## src/hdl/regbank_pkg.sv

```systemverilog
package regbank_pkg;

  // frame layout, MSB first on the wire
  localparam int FRAME_BITS = 40;
  // read flag plus register address
  localparam int HDR_BITS = 8;
  localparam int PAD_BITS = 8;
  localparam int ADDR_W = HDR_BITS - 1;
  localparam int DATA_W = 24;

  // register map
  localparam logic [ADDR_W-1:0] ADDR_LED = 7'd7;
  localparam logic [ADDR_W-1:0] ADDR_SPI_MUX = 7'd8;
  localparam logic [ADDR_W-1:0] ADDR_4094 = 7'd9;

  // alternating pattern, easy to spot on the LEDs after power up
  localparam logic [DATA_W-1:0] LED_RESET = 24'haaaaaa;
  // read-back value for any address outside the map
  localparam logic [DATA_W-1:0] UNMAPPED_READ = 24'h0f0f0f;

  // field view of a complete frame
  typedef struct packed {
    // 1 requests a read, 0 a write
    logic rd;
    logic [ADDR_W-1:0] addr;
    // gives the bank time to fetch read data
    logic [PAD_BITS-1:0] pad;
    logic [DATA_W-1:0] data;
  } frame_fields_t;

  // raw view is what the shift register fills
  typedef union packed {
    logic [FRAME_BITS-1:0] raw;
    frame_fields_t f;
  } frame_u;

endpackage
```

## src/hdl/regbus_if.sv

```systemverilog
`timescale 1ns/1ns

interface regbus_if;

  // one-cycle write strobe, addr and wdata valid on the same cycle
  logic wr_stb;
  // one-cycle read request, rdata answers on the next cycle
  logic rd_stb;
  logic [regbank_pkg::ADDR_W-1:0] addr;
  logic [regbank_pkg::DATA_W-1:0] wdata;
  // held by the bank until the next read request
  logic [regbank_pkg::DATA_W-1:0] rdata;

  modport target (
    output wr_stb,
    output rd_stb,
    output addr,
    output wdata,
    input  rdata
  );

  modport bank (
    input  wr_stb,
    input  rd_stb,
    input  addr,
    input  wdata,
    output rdata
  );

endinterface

```

## src/hdl/board_ctrl_top.sv

```systemverilog
`timescale 1ns/1ns

module board_ctrl_top #(
  // downstream SPI chip selects
  parameter int N_DEV = 4,
  // system clocks per half period of the 4094 shift clock
  parameter int SR_DIV = 4
) (
  input  logic cs,
  input  logic rst_n,
  input  logic spi_sclk,
  input  logic spi_ss_n,
  input  logic mosi,
  output logic miso,
  output logic [23:0] led,
  output logic [N_DEV-1:0] spi_dev_ss_n,
  output logic sr_clk,
  output logic sr_data,
  output logic sr_strobe,
  output logic sr_oe
);

  logic [23:0] sr_value;
  logic sr_load;

  regbus_if regbus_inst ();

  spi_target spi_target_inst (
    .cs       (cs),
    .rst_n    (rst_n),
    .spi_sclk (spi_sclk),
    .spi_ss_n (spi_ss_n),
    .mosi     (mosi),
    .miso     (miso),
    .bus      (regbus_inst.target)
  );

  reg_bank #(
    .N_DEV (N_DEV)
  ) reg_bank_inst (
    .cs           (cs),
    .rst_n        (rst_n),
    .bus          (regbus_inst.bank),
    .led          (led),
    .spi_dev_ss_n (spi_dev_ss_n),
    .sr_value     (sr_value),
    .sr_load      (sr_load)
  );

  // 4094 chain, three chips deep
  sr4094_driver #(
    .SR_DIV (SR_DIV)
  ) sr4094_driver_inst (
    .cs        (cs),
    .rst_n     (rst_n),
    .sr_value  (sr_value),
    .sr_load   (sr_load),
    .sr_clk    (sr_clk),
    .sr_data   (sr_data),
    .sr_strobe (sr_strobe),
    .sr_oe     (sr_oe)
  );

endmodule

```

## src/hdl/sr4094_driver.sv

```systemverilog
`timescale 1ns/1ns

module sr4094_driver #(
  parameter int SR_DIV = 4
) (
  input  logic cs,
  input  logic rst_n,
  input  logic [regbank_pkg::DATA_W-1:0] sr_value,
  input  logic sr_load,
  output logic sr_clk,
  output logic sr_data,
  output logic sr_strobe,
  output logic sr_oe
);

  localparam int DIV_W = (SR_DIV > 1) ? $clog2(SR_DIV) : 1;
  localparam int BIT_W = $clog2(regbank_pkg::DATA_W);

  localparam logic [1:0] ST_IDLE = 2'd0;
  localparam logic [1:0] ST_SHIFT = 2'd1;
  localparam logic [1:0] ST_STROBE = 2'd2;

  logic [1:0] state;
  logic [DIV_W-1:0] div_cnt;
  logic [BIT_W-1:0] bit_cnt;
  // a load arrived while a transfer was running
  logic pending;
  logic [regbank_pkg::DATA_W-1:0] shreg;

  always_ff @(posedge cs)
  begin
    if (!rst_n)
    begin
      state <= ST_IDLE;
      div_cnt <= '0;
      bit_cnt <= '0;
      pending <= 1'b0;
      sr_clk <= 1'b0;
      sr_strobe <= 1'b0;
      sr_oe <= 1'b0;
    end
    else
    begin
      case (state)
        ST_IDLE:
        begin
          // register already holds the newest value for a pending load
          if (sr_load || pending)
          begin
            shreg <= sr_value;
            pending <= 1'b0;
            div_cnt <= '0;
            bit_cnt <= '0;
            sr_clk <= 1'b0;
            state <= ST_SHIFT;
          end
        end
        ST_SHIFT:
        begin
          div_cnt <= div_cnt + 1'b1;
          if (div_cnt == DIV_W'(SR_DIV - 1))
          begin
            div_cnt <= '0;
            if (!sr_clk)
            begin
              // data has been stable for a full low phase
              sr_clk <= 1'b1;
            end
            else
            begin
              sr_clk <= 1'b0;
              shreg <= shreg << 1;
              if (bit_cnt == BIT_W'(regbank_pkg::DATA_W - 1))
              begin
                sr_strobe <= 1'b1;
                state <= ST_STROBE;
              end
              else
              begin
                bit_cnt <= bit_cnt + 1'b1;
              end
            end
          end
        end
        ST_STROBE:
        begin
          div_cnt <= div_cnt + 1'b1;
          if (div_cnt == DIV_W'(SR_DIV - 1))
          begin
            div_cnt <= '0;
            sr_strobe <= 1'b0;
            // outputs enabled once the chain holds valid data
            sr_oe <= 1'b1;
            state <= ST_IDLE;
          end
        end
        default:
        begin
          state <= ST_IDLE;
        end
      endcase
      if (sr_load && (state != ST_IDLE))
      begin
        pending <= 1'b1;
      end
    end
  end

  // data only driven during the shift phase
  assign sr_data = (state == ST_SHIFT) & shreg[regbank_pkg::DATA_W-1];

endmodule

```

## src/hdl/reg_bank.sv

```systemverilog
`timescale 1ns/1ns

module reg_bank #(
  parameter int N_DEV = 4
) (
  input  logic cs,
  input  logic rst_n,
  regbus_if.bank bus,
  output logic [regbank_pkg::DATA_W-1:0] led,
  output logic [N_DEV-1:0] spi_dev_ss_n,
  output logic [regbank_pkg::DATA_W-1:0] sr_value,
  output logic sr_load
);

  logic [regbank_pkg::DATA_W-1:0] spi_mux;

  // register writes, unknown addresses fall through
  always_ff @(posedge cs)
  begin
    if (!rst_n)
    begin
      led <= regbank_pkg::LED_RESET;
      spi_mux <= '0;
      sr_value <= '0;
      sr_load <= 1'b0;
    end
    else
    begin
      sr_load <= 1'b0;
      if (bus.wr_stb)
      begin
        case (bus.addr)
          regbank_pkg::ADDR_LED:
          begin
            led <= bus.wdata;
          end
          regbank_pkg::ADDR_SPI_MUX:
          begin
            spi_mux <= bus.wdata;
          end
          regbank_pkg::ADDR_4094:
          begin
            sr_value <= bus.wdata;
            // driver sees the new value together with the strobe
            sr_load <= 1'b1;
          end
          default:
          begin
          end
        endcase
      end
    end
  end

  // read data, held until the next request
  always_ff @(posedge cs)
  begin
    if (bus.rd_stb)
    begin
      case (bus.addr)
        regbank_pkg::ADDR_LED:     bus.rdata <= led;
        regbank_pkg::ADDR_SPI_MUX: bus.rdata <= spi_mux;
        regbank_pkg::ADDR_4094:    bus.rdata <= sr_value;
        default:                   bus.rdata <= regbank_pkg::UNMAPPED_READ;
      endcase
    end
  end

  // mux value n selects device n-1, zero or out of range selects none
  // registered so the external selects never glitch
  always_ff @(posedge cs)
  begin
    if (!rst_n)
    begin
      spi_dev_ss_n <= '1;
    end
    else
    begin
      for (int i = 0; i < N_DEV; i++)
      begin
        spi_dev_ss_n[i] <= (spi_mux != regbank_pkg::DATA_W'(i + 1));
      end
    end
  end

endmodule

```

## src/hdl/spi_target.sv

```systemverilog
`timescale 1ns/1ns

module spi_target (
  input  logic cs,
  input  logic rst_n,
  input  logic spi_sclk,
  input  logic spi_ss_n,
  input  logic mosi,
  output logic miso,
  regbus_if.target bus
);

  // wide enough to hold FRAME_BITS, saturates above it
  localparam int CNT_W = $clog2(regbank_pkg::FRAME_BITS + 1);
  // bit count at the falling edge that opens the data phase
  localparam int TX_LOAD_BIT = regbank_pkg::FRAME_BITS - regbank_pkg::DATA_W;

  // two sync flops plus one history flop for edge detection
  logic [2:0] sclk_sync;
  logic [2:0] ss_sync;
  logic [1:0] mosi_sync;
  logic sclk_rise;
  logic sclk_fall;
  logic ss_rise;
  logic ss_fall;
  logic frame_act;

  regbank_pkg::frame_u frame;
  logic [CNT_W-1:0] bit_cnt;
  // pulses the cycle after the eighth bit is shifted in
  logic hdr_done;
  logic is_read;
  logic [regbank_pkg::DATA_W-1:0] tx_shift;

  always_ff @(posedge cs)
  begin
    if (!rst_n)
    begin
      sclk_sync <= '0;
      // select idles high
      ss_sync <= '1;
      mosi_sync <= '0;
    end
    else
    begin
      sclk_sync <= {sclk_sync[1:0], spi_sclk};
      ss_sync <= {ss_sync[1:0], spi_ss_n};
      mosi_sync <= {mosi_sync[0], mosi};
    end
  end

  assign sclk_rise = sclk_sync[1] & ~sclk_sync[2];
  assign sclk_fall = ~sclk_sync[1] & sclk_sync[2];
  assign ss_rise = ss_sync[1] & ~ss_sync[2];
  assign ss_fall = ~ss_sync[1] & ss_sync[2];
  assign frame_act = ~ss_sync[1];

  // receive shifter, mosi sampled on rising sclk
  always_ff @(posedge cs)
  begin
    if (sclk_rise && frame_act)
    begin
      frame.raw <= {frame.raw[regbank_pkg::FRAME_BITS-2:0], mosi_sync[1]};
    end
  end

  // bit counter and header tracking, restarted by each new select
  always_ff @(posedge cs)
  begin
    if (!rst_n)
    begin
      bit_cnt <= '0;
      hdr_done <= 1'b0;
      is_read <= 1'b0;
    end
    else if (ss_fall)
    begin
      bit_cnt <= '0;
      hdr_done <= 1'b0;
      is_read <= 1'b0;
    end
    else
    begin
      hdr_done <= 1'b0;
      if (sclk_rise && frame_act)
      begin
        if (bit_cnt != '1)
        begin
          bit_cnt <= bit_cnt + 1'b1;
        end
        hdr_done <= (bit_cnt == CNT_W'(regbank_pkg::HDR_BITS - 1));
      end
      // first bit of the frame has now moved up to the top of the header
      if (hdr_done)
      begin
        is_read <= frame.raw[regbank_pkg::HDR_BITS-1];
      end
    end
  end

  // strobes to the bank
  always_ff @(posedge cs)
  begin
    if (!rst_n)
    begin
      bus.rd_stb <= 1'b0;
      bus.wr_stb <= 1'b0;
    end
    else
    begin
      bus.rd_stb <= hdr_done & frame.raw[regbank_pkg::HDR_BITS-1];
      // commit only a complete write frame
      bus.wr_stb <= ss_rise && (bit_cnt == CNT_W'(regbank_pkg::FRAME_BITS))
                    && !frame.f.rd;
    end
  end

  // address and data travel with the strobes
  always_ff @(posedge cs)
  begin
    if (hdr_done)
    begin
      bus.addr <= frame.raw[regbank_pkg::HDR_BITS-2:0];
    end
    else if (ss_rise)
    begin
      bus.addr <= frame.f.addr;
      bus.wdata <= frame.f.data;
    end
  end

  // transmit shifter, advanced on falling sclk
  always_ff @(posedge cs)
  begin
    if (!rst_n)
    begin
      tx_shift <= '0;
    end
    else if (!frame_act)
    begin
      tx_shift <= '0;
    end
    else if (sclk_fall)
    begin
      if (bit_cnt == CNT_W'(TX_LOAD_BIT))
      begin
        // write frames send zeros in the data phase
        tx_shift <= is_read ? bus.rdata : '0;
      end
      else if (bit_cnt > CNT_W'(TX_LOAD_BIT))
      begin
        tx_shift <= tx_shift << 1;
      end
    end
  end

  // raw pin keeps miso quiet before the synchronizer catches up
  assign miso = tx_shift[regbank_pkg::DATA_W-1] & ~spi_ss_n;

endmodule

```

## config.mk

```make
export PLATFORM = sky130hd
export DESIGN_NAME = board_ctrl_top
export DESIGN_NICKNAME = d
export VERILOG_FILES = /design/src/hdl/regbank_pkg.sv /design/src/hdl/regbus_if.sv /design/src/hdl/board_ctrl_top.sv /design/src/hdl/sr4094_driver.sv /design/src/hdl/reg_bank.sv /design/src/hdl/spi_target.sv
export SDC_FILE = /design/constraint.sdc
export NUM_CORES = 1
export LEC_CHECK = 0
export BUFFER_PORTS_ARGS = -buffer_cell sky130_fd_sc_hd__buf_4
export CORE_UTILIZATION = 55
export CTS_CLUSTER_SIZE = 24
export DETAILED_ROUTE_END_ITERATION = 16
export HOLD_SLACK_MARGIN = 0.12
export PLACE_DENSITY = 0.77
export REMOVE_ABC_BUFFERS = 1
export SYNTH_ARGS = -nofsm -noshare
export SYNTH_HDL_FRONTEND = slang
export SYNTH_SLANG_ARGS = --single-unit
```

## constraint.sdc

```tcl
create_clock -name cs -period 3.5 [get_ports cs]
set_input_delay 0.525 -clock cs [delete_from_list [all_inputs] [get_ports cs]]
set_output_delay 0.525 -clock cs [all_outputs]
set_load 0.02 [all_outputs]
```

==> impl_metrics.ini, run 1 <==
[timing]
worst_pin_slew_ps = 1200
fmax_ghz = 0.392
setup_viol = 0
timing.final.crit_period_ps = 2550
hold_viol_final = 0
finalCritPeriodShare_pct = 73.0
setup_slack_ps = 946
fin_skew_ps = 15.7
grt_setup_unrepaired = false
relSlewSlack_pct = 19.9
setup_tns_ps = 0
drv_slew = 0

[floorplan]
ios = 38
die_area_um2 = 18100
die_h_um = 135
die_width_um = 135
rows = 48
start_util_pct = 56.1
core-area_um2 = 17200

[placed_design]
port-buffer-count = 37
place_congestion = 0.833
place_ws_ps = 1130
dp_hpwl_um = 12900
postPlaceCellArea_um2 = 10100

[route]
route.detailed.drc = 0
vias = 6498
post_drt_wl_per_cell_um = 18.6
initialDrtViolationCount = 506
vias_per_cell = 5.88
drt-total-wl_um = 20600
drt_pre_antenna_iters = 5
drtAntennaViolNets = 0

[clock_tree]
cts_buffers = 25
ctsResizeCount = 0
postCtsHoldBufs = 0
cts_root_buf = clkbuf_16
cts_sinks = 251
htree_levels = 1
post_cts_buffers = 0
cts_tree = yes
insertion_delay_ps = 530
cts_max_path_buffers = 3
clk_pin_slew_worst_paths_ps = 60

[power]
p_leak_nw = 3.72
clkPwrFrac_pct = 43.9
power_density_nw_per_um2 = 535
comb_power_share_pct = 2.6
seqPwrFrac_pct = 53.6
sw_frac_of_total_pct = 20.8
p_int_mw = 4.59
peakVddDrop_v = 0.000375
p_sw_mw = 1.21

[worst_setup_path]
worstSetupStartpointType = register
path_class = register to primary output
reg2reg_depth = 4
required_ps = 2970
crit_fanout = 34
r2r_setup_slack_ps = 1080
worst_setup_path_end_kind = primary output
worstPathArrival_ps = 2030

[worst_hold_path]
holdCritPathClass = input pin to register
hold-path-cell-count = 2

[run_status]
status = finished clean

[finish]
drive_above_1_share_pct = 16.2
n_antenna_cell = 0
area_growth_pct = 12.1
n_fill_cell = 1296
nets = 875
stdcell_area_um2 = 10800

[yosys]
yosysMostFrequentCell = nand2_1
syn_inst = 842
synth_top_area_cell = edfxtp_1
async_flop_share_pct = 0
synth_edf_count = 119
synth_common_cells = 167 x nand2_1, 132 x dfxtp_1, 119 x edfxtp_1
yosys.area.top_type_share_pct = 37.0
syn_area_per_cell_um2 = 11.5
synthFlopType = dfxtp_1
seq_area_frac_synth_pct = 64.3
ys.warnings.count = 0
ys_ff_latch = 251
yosys-top-cells-area = edfxtp_1 37%, dfxtp_1 27%, nand2_1 6.5%, mux2_2 3.5%, a21oi_1 3.4%
yosys.cell_types.count = 56
synth_area_um2 = 9670

[grt]
grt_pass1_vias = 6051
antenna_found_initial = 0
grt_usage_pct = 23.0
grt_max_degree = 62
overflow = 0
grt_pass1_wl_um = 32400

[flow_run]
cap_violations = 0
-- routing by layer --
metal / GRT usage [%] / vias to the layer above / share of wire [%]
met5: 0 / - / 0
met4: 7.43 / 0 / 2.6
met3: 3.68 / 41 / 7.7
met2: 36.9 / 248 / 46
met1: 32.2 / 3123 / 43
li1: - / 3086 / -
-- power by group through the flow --
stage	clock network, mW	logic (mW)	registers [mW]
2_1_floorplan	0	0.0967	3.16
3_3_place_gp	0	0.145	3.17
3_5_place_dp	0	0.147	3.17
4_1_cts	2.57	0.148	3.10
5_1_grt	2.68	0.160	3.11
6_report	2.54	0.149	3.11
-- worst max-delay path: stages (launching register included) --
cell and delay, ps:
dfxtp_1 330, inv_1 90, ha_1 270, buf_4 470, and2_1 200, buf_4 130
-- cells in the final DEF (no fill, tap or decap), drive strengths merged, types with 7 or more instances in the layout --
cell	count
mux2	30
nor2	47
o22ai	13
dfxtp	132
o2bb2ai	12
a22oi	12
inv	11
nor3	35
ha	7
nand3	22
clkbuf	35
a21oi	66
buf	49
a221oi	22
nand2	167
and2	7
edfxtp	119
a2bb2oi	12
-- final cells by class --
cell class	instances	area [um2]	area share, %
clock buffers	35	684	6.32
flip-flops and latches	251	6220	57.4
repair buffers	49	368	3.39
clock inverters	10	95.1	0.878
multi-input cells	526	3150	29.1
inverters	10	37.5	0.346
well taps	225	282	2.60
-- logic make-up (layout without fill, tap and decap cells) --
family,after synthesis,in the layout,synth area share (%)
adders and majority gates,7,7,0.906
DFF,251,251,64.3
buffers and inverters,65,104,3.18
xor gates and xnor gates,3,3,0.272
AOI/OAI and AO/OA,160,160,12.2
muxes,32,32,3.70
and+or+nand+nor,324,324,15.4
-- state kept, by name (all words and copies together), names as in the netlist, 3 cells and up --
name	cells
spi_target_inst.bus.addr	7
spi_target_inst.bus.wdata	24
reg_bank_inst.bus.rdata	24
spi_target_inst.tx_shift	24
sr4094_driver_inst.shreg	24
sr4094_driver_inst.bit_cnt	5
reg_bank_inst.sr_value	24
reg_bank_inst.spi_mux	24
reg_bank_inst.spi_dev_ss_n	4
spi_target_inst.frame	40
spi_target_inst.ss_sync	3
spi_target_inst.bit_cnt	6
spi_target_inst.sclk_sync	3
reg_bank_inst.led	24
-- metrics by stage --
step | power [mW] | hold slack [ps] | util, % | instances
finish | 5.80 | 197 | 62.9 | 1106
global route | 5.95 | 190 | 62.9 | 1106
CTS | 5.83 | 189 | 62.9 | 1106
detailed placement | 3.31 | 405 | 58.3 | 1061
global placement | 3.31 | 387 | 58.3 | 1061
floorplan | 3.26 | 386 | - | 787
-- worst paths after layout --
kind / startpoint / to
worst max-delay path: sr4094_driver_inst.state[1]$_SDFFE_PN0P_ / sr_data
worst min-delay path: spi_ss_n / spi_target_inst.ss_sync[0]$_SDFF_PN1_
worst max register to register: spi_target_inst.bus.addr[0]$_DFFE_PP_ / reg_bank_inst.spi_mux[11]$_SDFFE_PN0P_
worst min register to register: spi_target_inst.frame[39]$_DFFE_PP_ / spi_target_inst.bus.wr_stb$_SDFF_PN0_
(Power assumes the default switching activity.)
==> run 2, diff against run 1 <==
==> constraint.sdc (replaced) <==
create_clock -name cs -period 2.35 [get_ports cs]
set_input_delay 0.3525 -clock cs [delete_from_list [all_inputs] [get_ports cs]]
set_output_delay 0.3525 -clock cs [all_outputs]
set_load 0.02 [all_outputs]
==> run 2 against run 1 <==
Compared with the run above:
- clock power up 55%
- clock-buffer cell count fell by 2
- utilization is 1.1 points higher
- non-clock buffer count increased by 16
- die area stayed put
- final area increased by 1.8%
- clock skew fell by 3.5 ps
- first-iteration DRC count fell by 7.9%
==> impl_metrics.ini, run 2 (synthesis results as in run 1) <==
[clock_tree]
cts_tree = yes
cts_sinks = 251
cts_buffers = 25
cts_max_path_buffers = 3
post_cts_buffers = 0
cts_root_buf = clkbuf_16
htree_levels = 1
clk_pin_slew_worst_paths_ps = 60
insertion_delay_ps = 520

[route]
drt_pre_antenna_iters = 5
vias_per_cell = 5.78
drt-total-wl_um = 20400
route.detailed.drc = 0
drtAntennaViolNets = 0
post_drt_wl_per_cell_um = 18.2
vias = 6486
initialDrtViolationCount = 466

[finish]
area_growth_pct = 14.1
final_util_pct = 64.0
drive_above_1_share_pct = 17.7
n_antenna_cell = 0
nets = 891
final_cell_mix = 167 x nand2_1, 132 x dfxtp_1, 119 x edfxtp_1
largest_reg_flops = 40
top_register = spi_target_inst.frame
stdcell_area_um2 = 11000
final_common_cell = nand2_1
n_fill_cell = 1311

[power]
p_leak_nw = 3.83
power_density_nw_per_um2 = 796
peakVddDrop_v = 0.000812

[placed_design]
dp_hpwl_um = 13000
place_ws_ps = 422
place_congestion = 0.785
postPlaceCellArea_um2 = 10200
port-buffer-count = 37

[run_status]
status = finished clean

[worst_setup_path]
required_ps = 2000
worst_setup_path_end_kind = primary output
path_class = register to primary output
crit_fanout = 12
worstSetupStartpointType = register
worstPathArrival_ps = 1640

[timing]
relSlewSlack_pct = 52.5
fin_skew_ps = 12.2
timing.final.crit_period_ps = 1990
finalCritPeriodShare_pct = 84.7
hold_viol_final = 0
worst_pin_slew_ps = 712
fmax_ghz = 0.503
grt_setup_unrepaired = false
drv_slew = 0
setup_slack_ps = 361
setup_viol = 0

[grt]
grt_max_degree = 73
grt_pass1_wl_um = 32600
overflow = 0
grt_pass1_vias = 6199
grt_usage_pct = 23.1
antenna_found_initial = 0

[floorplan]
core-area_um2 = 17200
die_area_um2 = 18100
rows = 48
start_util_pct = 56.1
die_width_um = 135
die_h_um = 135
ios = 38

[worst_hold_path]
holdCritPathClass = input pin to register

[flow_run]
cap_violations = 0
run 2: changes by cell type in the layout (fill, tap and decap cells not counted), sizes merged:
cell and delta:
clkinv +3, inv -1, dlygate4sd3 +3, clkinvlp -2, bufinv +2, clkbuf -2, buf +13
run 2: final cells by class:
cell class	count	area, um2	share of cell area [%]
Sequential cell	251	6220	56.3
Multi-Input combinational cell	526	3150	28.6
Clock buffer	33	676	6.12
Timing Repair Buffer	65	533	4.83
Tap cell	225	282	2.55
Clock inverter	12	135	1.22
Inverter	10	37.5	0.340
run 2: layer usage:
metal / up-vias / part of all wire [%] / global-route usage, %
met5: - / 0 / 0
li1: 3114 / - / -
met4: 0 / 2.5 / 7.87
met3: 39 / 6.2 / 3.38
met1: 3138 / 44 / 31.3
met2: 195 / 47 / 38.1
run 2: final timing paths:
check / from / endpoint / slack [ps] / cells after the start
worst max register to register: sr4094_driver_inst.state[1]$_SDFFE_PN0P_ / sr4094_driver_inst.bit_cnt[4]$_SDFFE_PN0P_ / 420 / 7
worst max-delay path: sr4094_driver_inst.state[1]$_SDFFE_PN0P_ / sr_data / 360 / 5
worst min-delay path: rst_n / reg_bank_inst.led[7]$_SDFFE_PN1P_ / 180 / 2
worst min register to register: spi_target_inst.ss_sync[0]$_SDFF_PN1_ / spi_target_inst.ss_sync[1]$_SDFF_PN1_ / 410 / 1
run 2: power breakdown:
| part | internal (mW) | switching [mW] |
|---|---|---|
| Combinational | 0.0926 | 0.137 |
| Clock | 2.35 | 1.59 |
| Sequential | 4.60 | 0.0208 |
run 2: worst max-delay path: stages (launching register included):
cell,delay [ps]
dfxtp_1,360
inv_1,70
ha_1,230
buf_4,190
and2_1,130
buf_4,150
run 2: through the flow:
stage | std cells | power, mW | TNS [ps] | hold slack (ps)
2_1_floorplan | 787 | 4.85 | -19530 | 386
3_3_place_gp | 1074 | 4.94 | 0 | 387
3_5_place_dp | 1074 | 4.94 | 0 | 392
4_1_cts | 1122 | 8.84 | 0 | 163
5_1_grt | 1122 | 9.03 | 0 | 182
6_report | 1122 | 8.78 | 0 | 176
run 2: timing repair:
item	CTS	global route
resized for setup	0	0
endpoints found under the hold margin	3	0
hold buffers	3	0
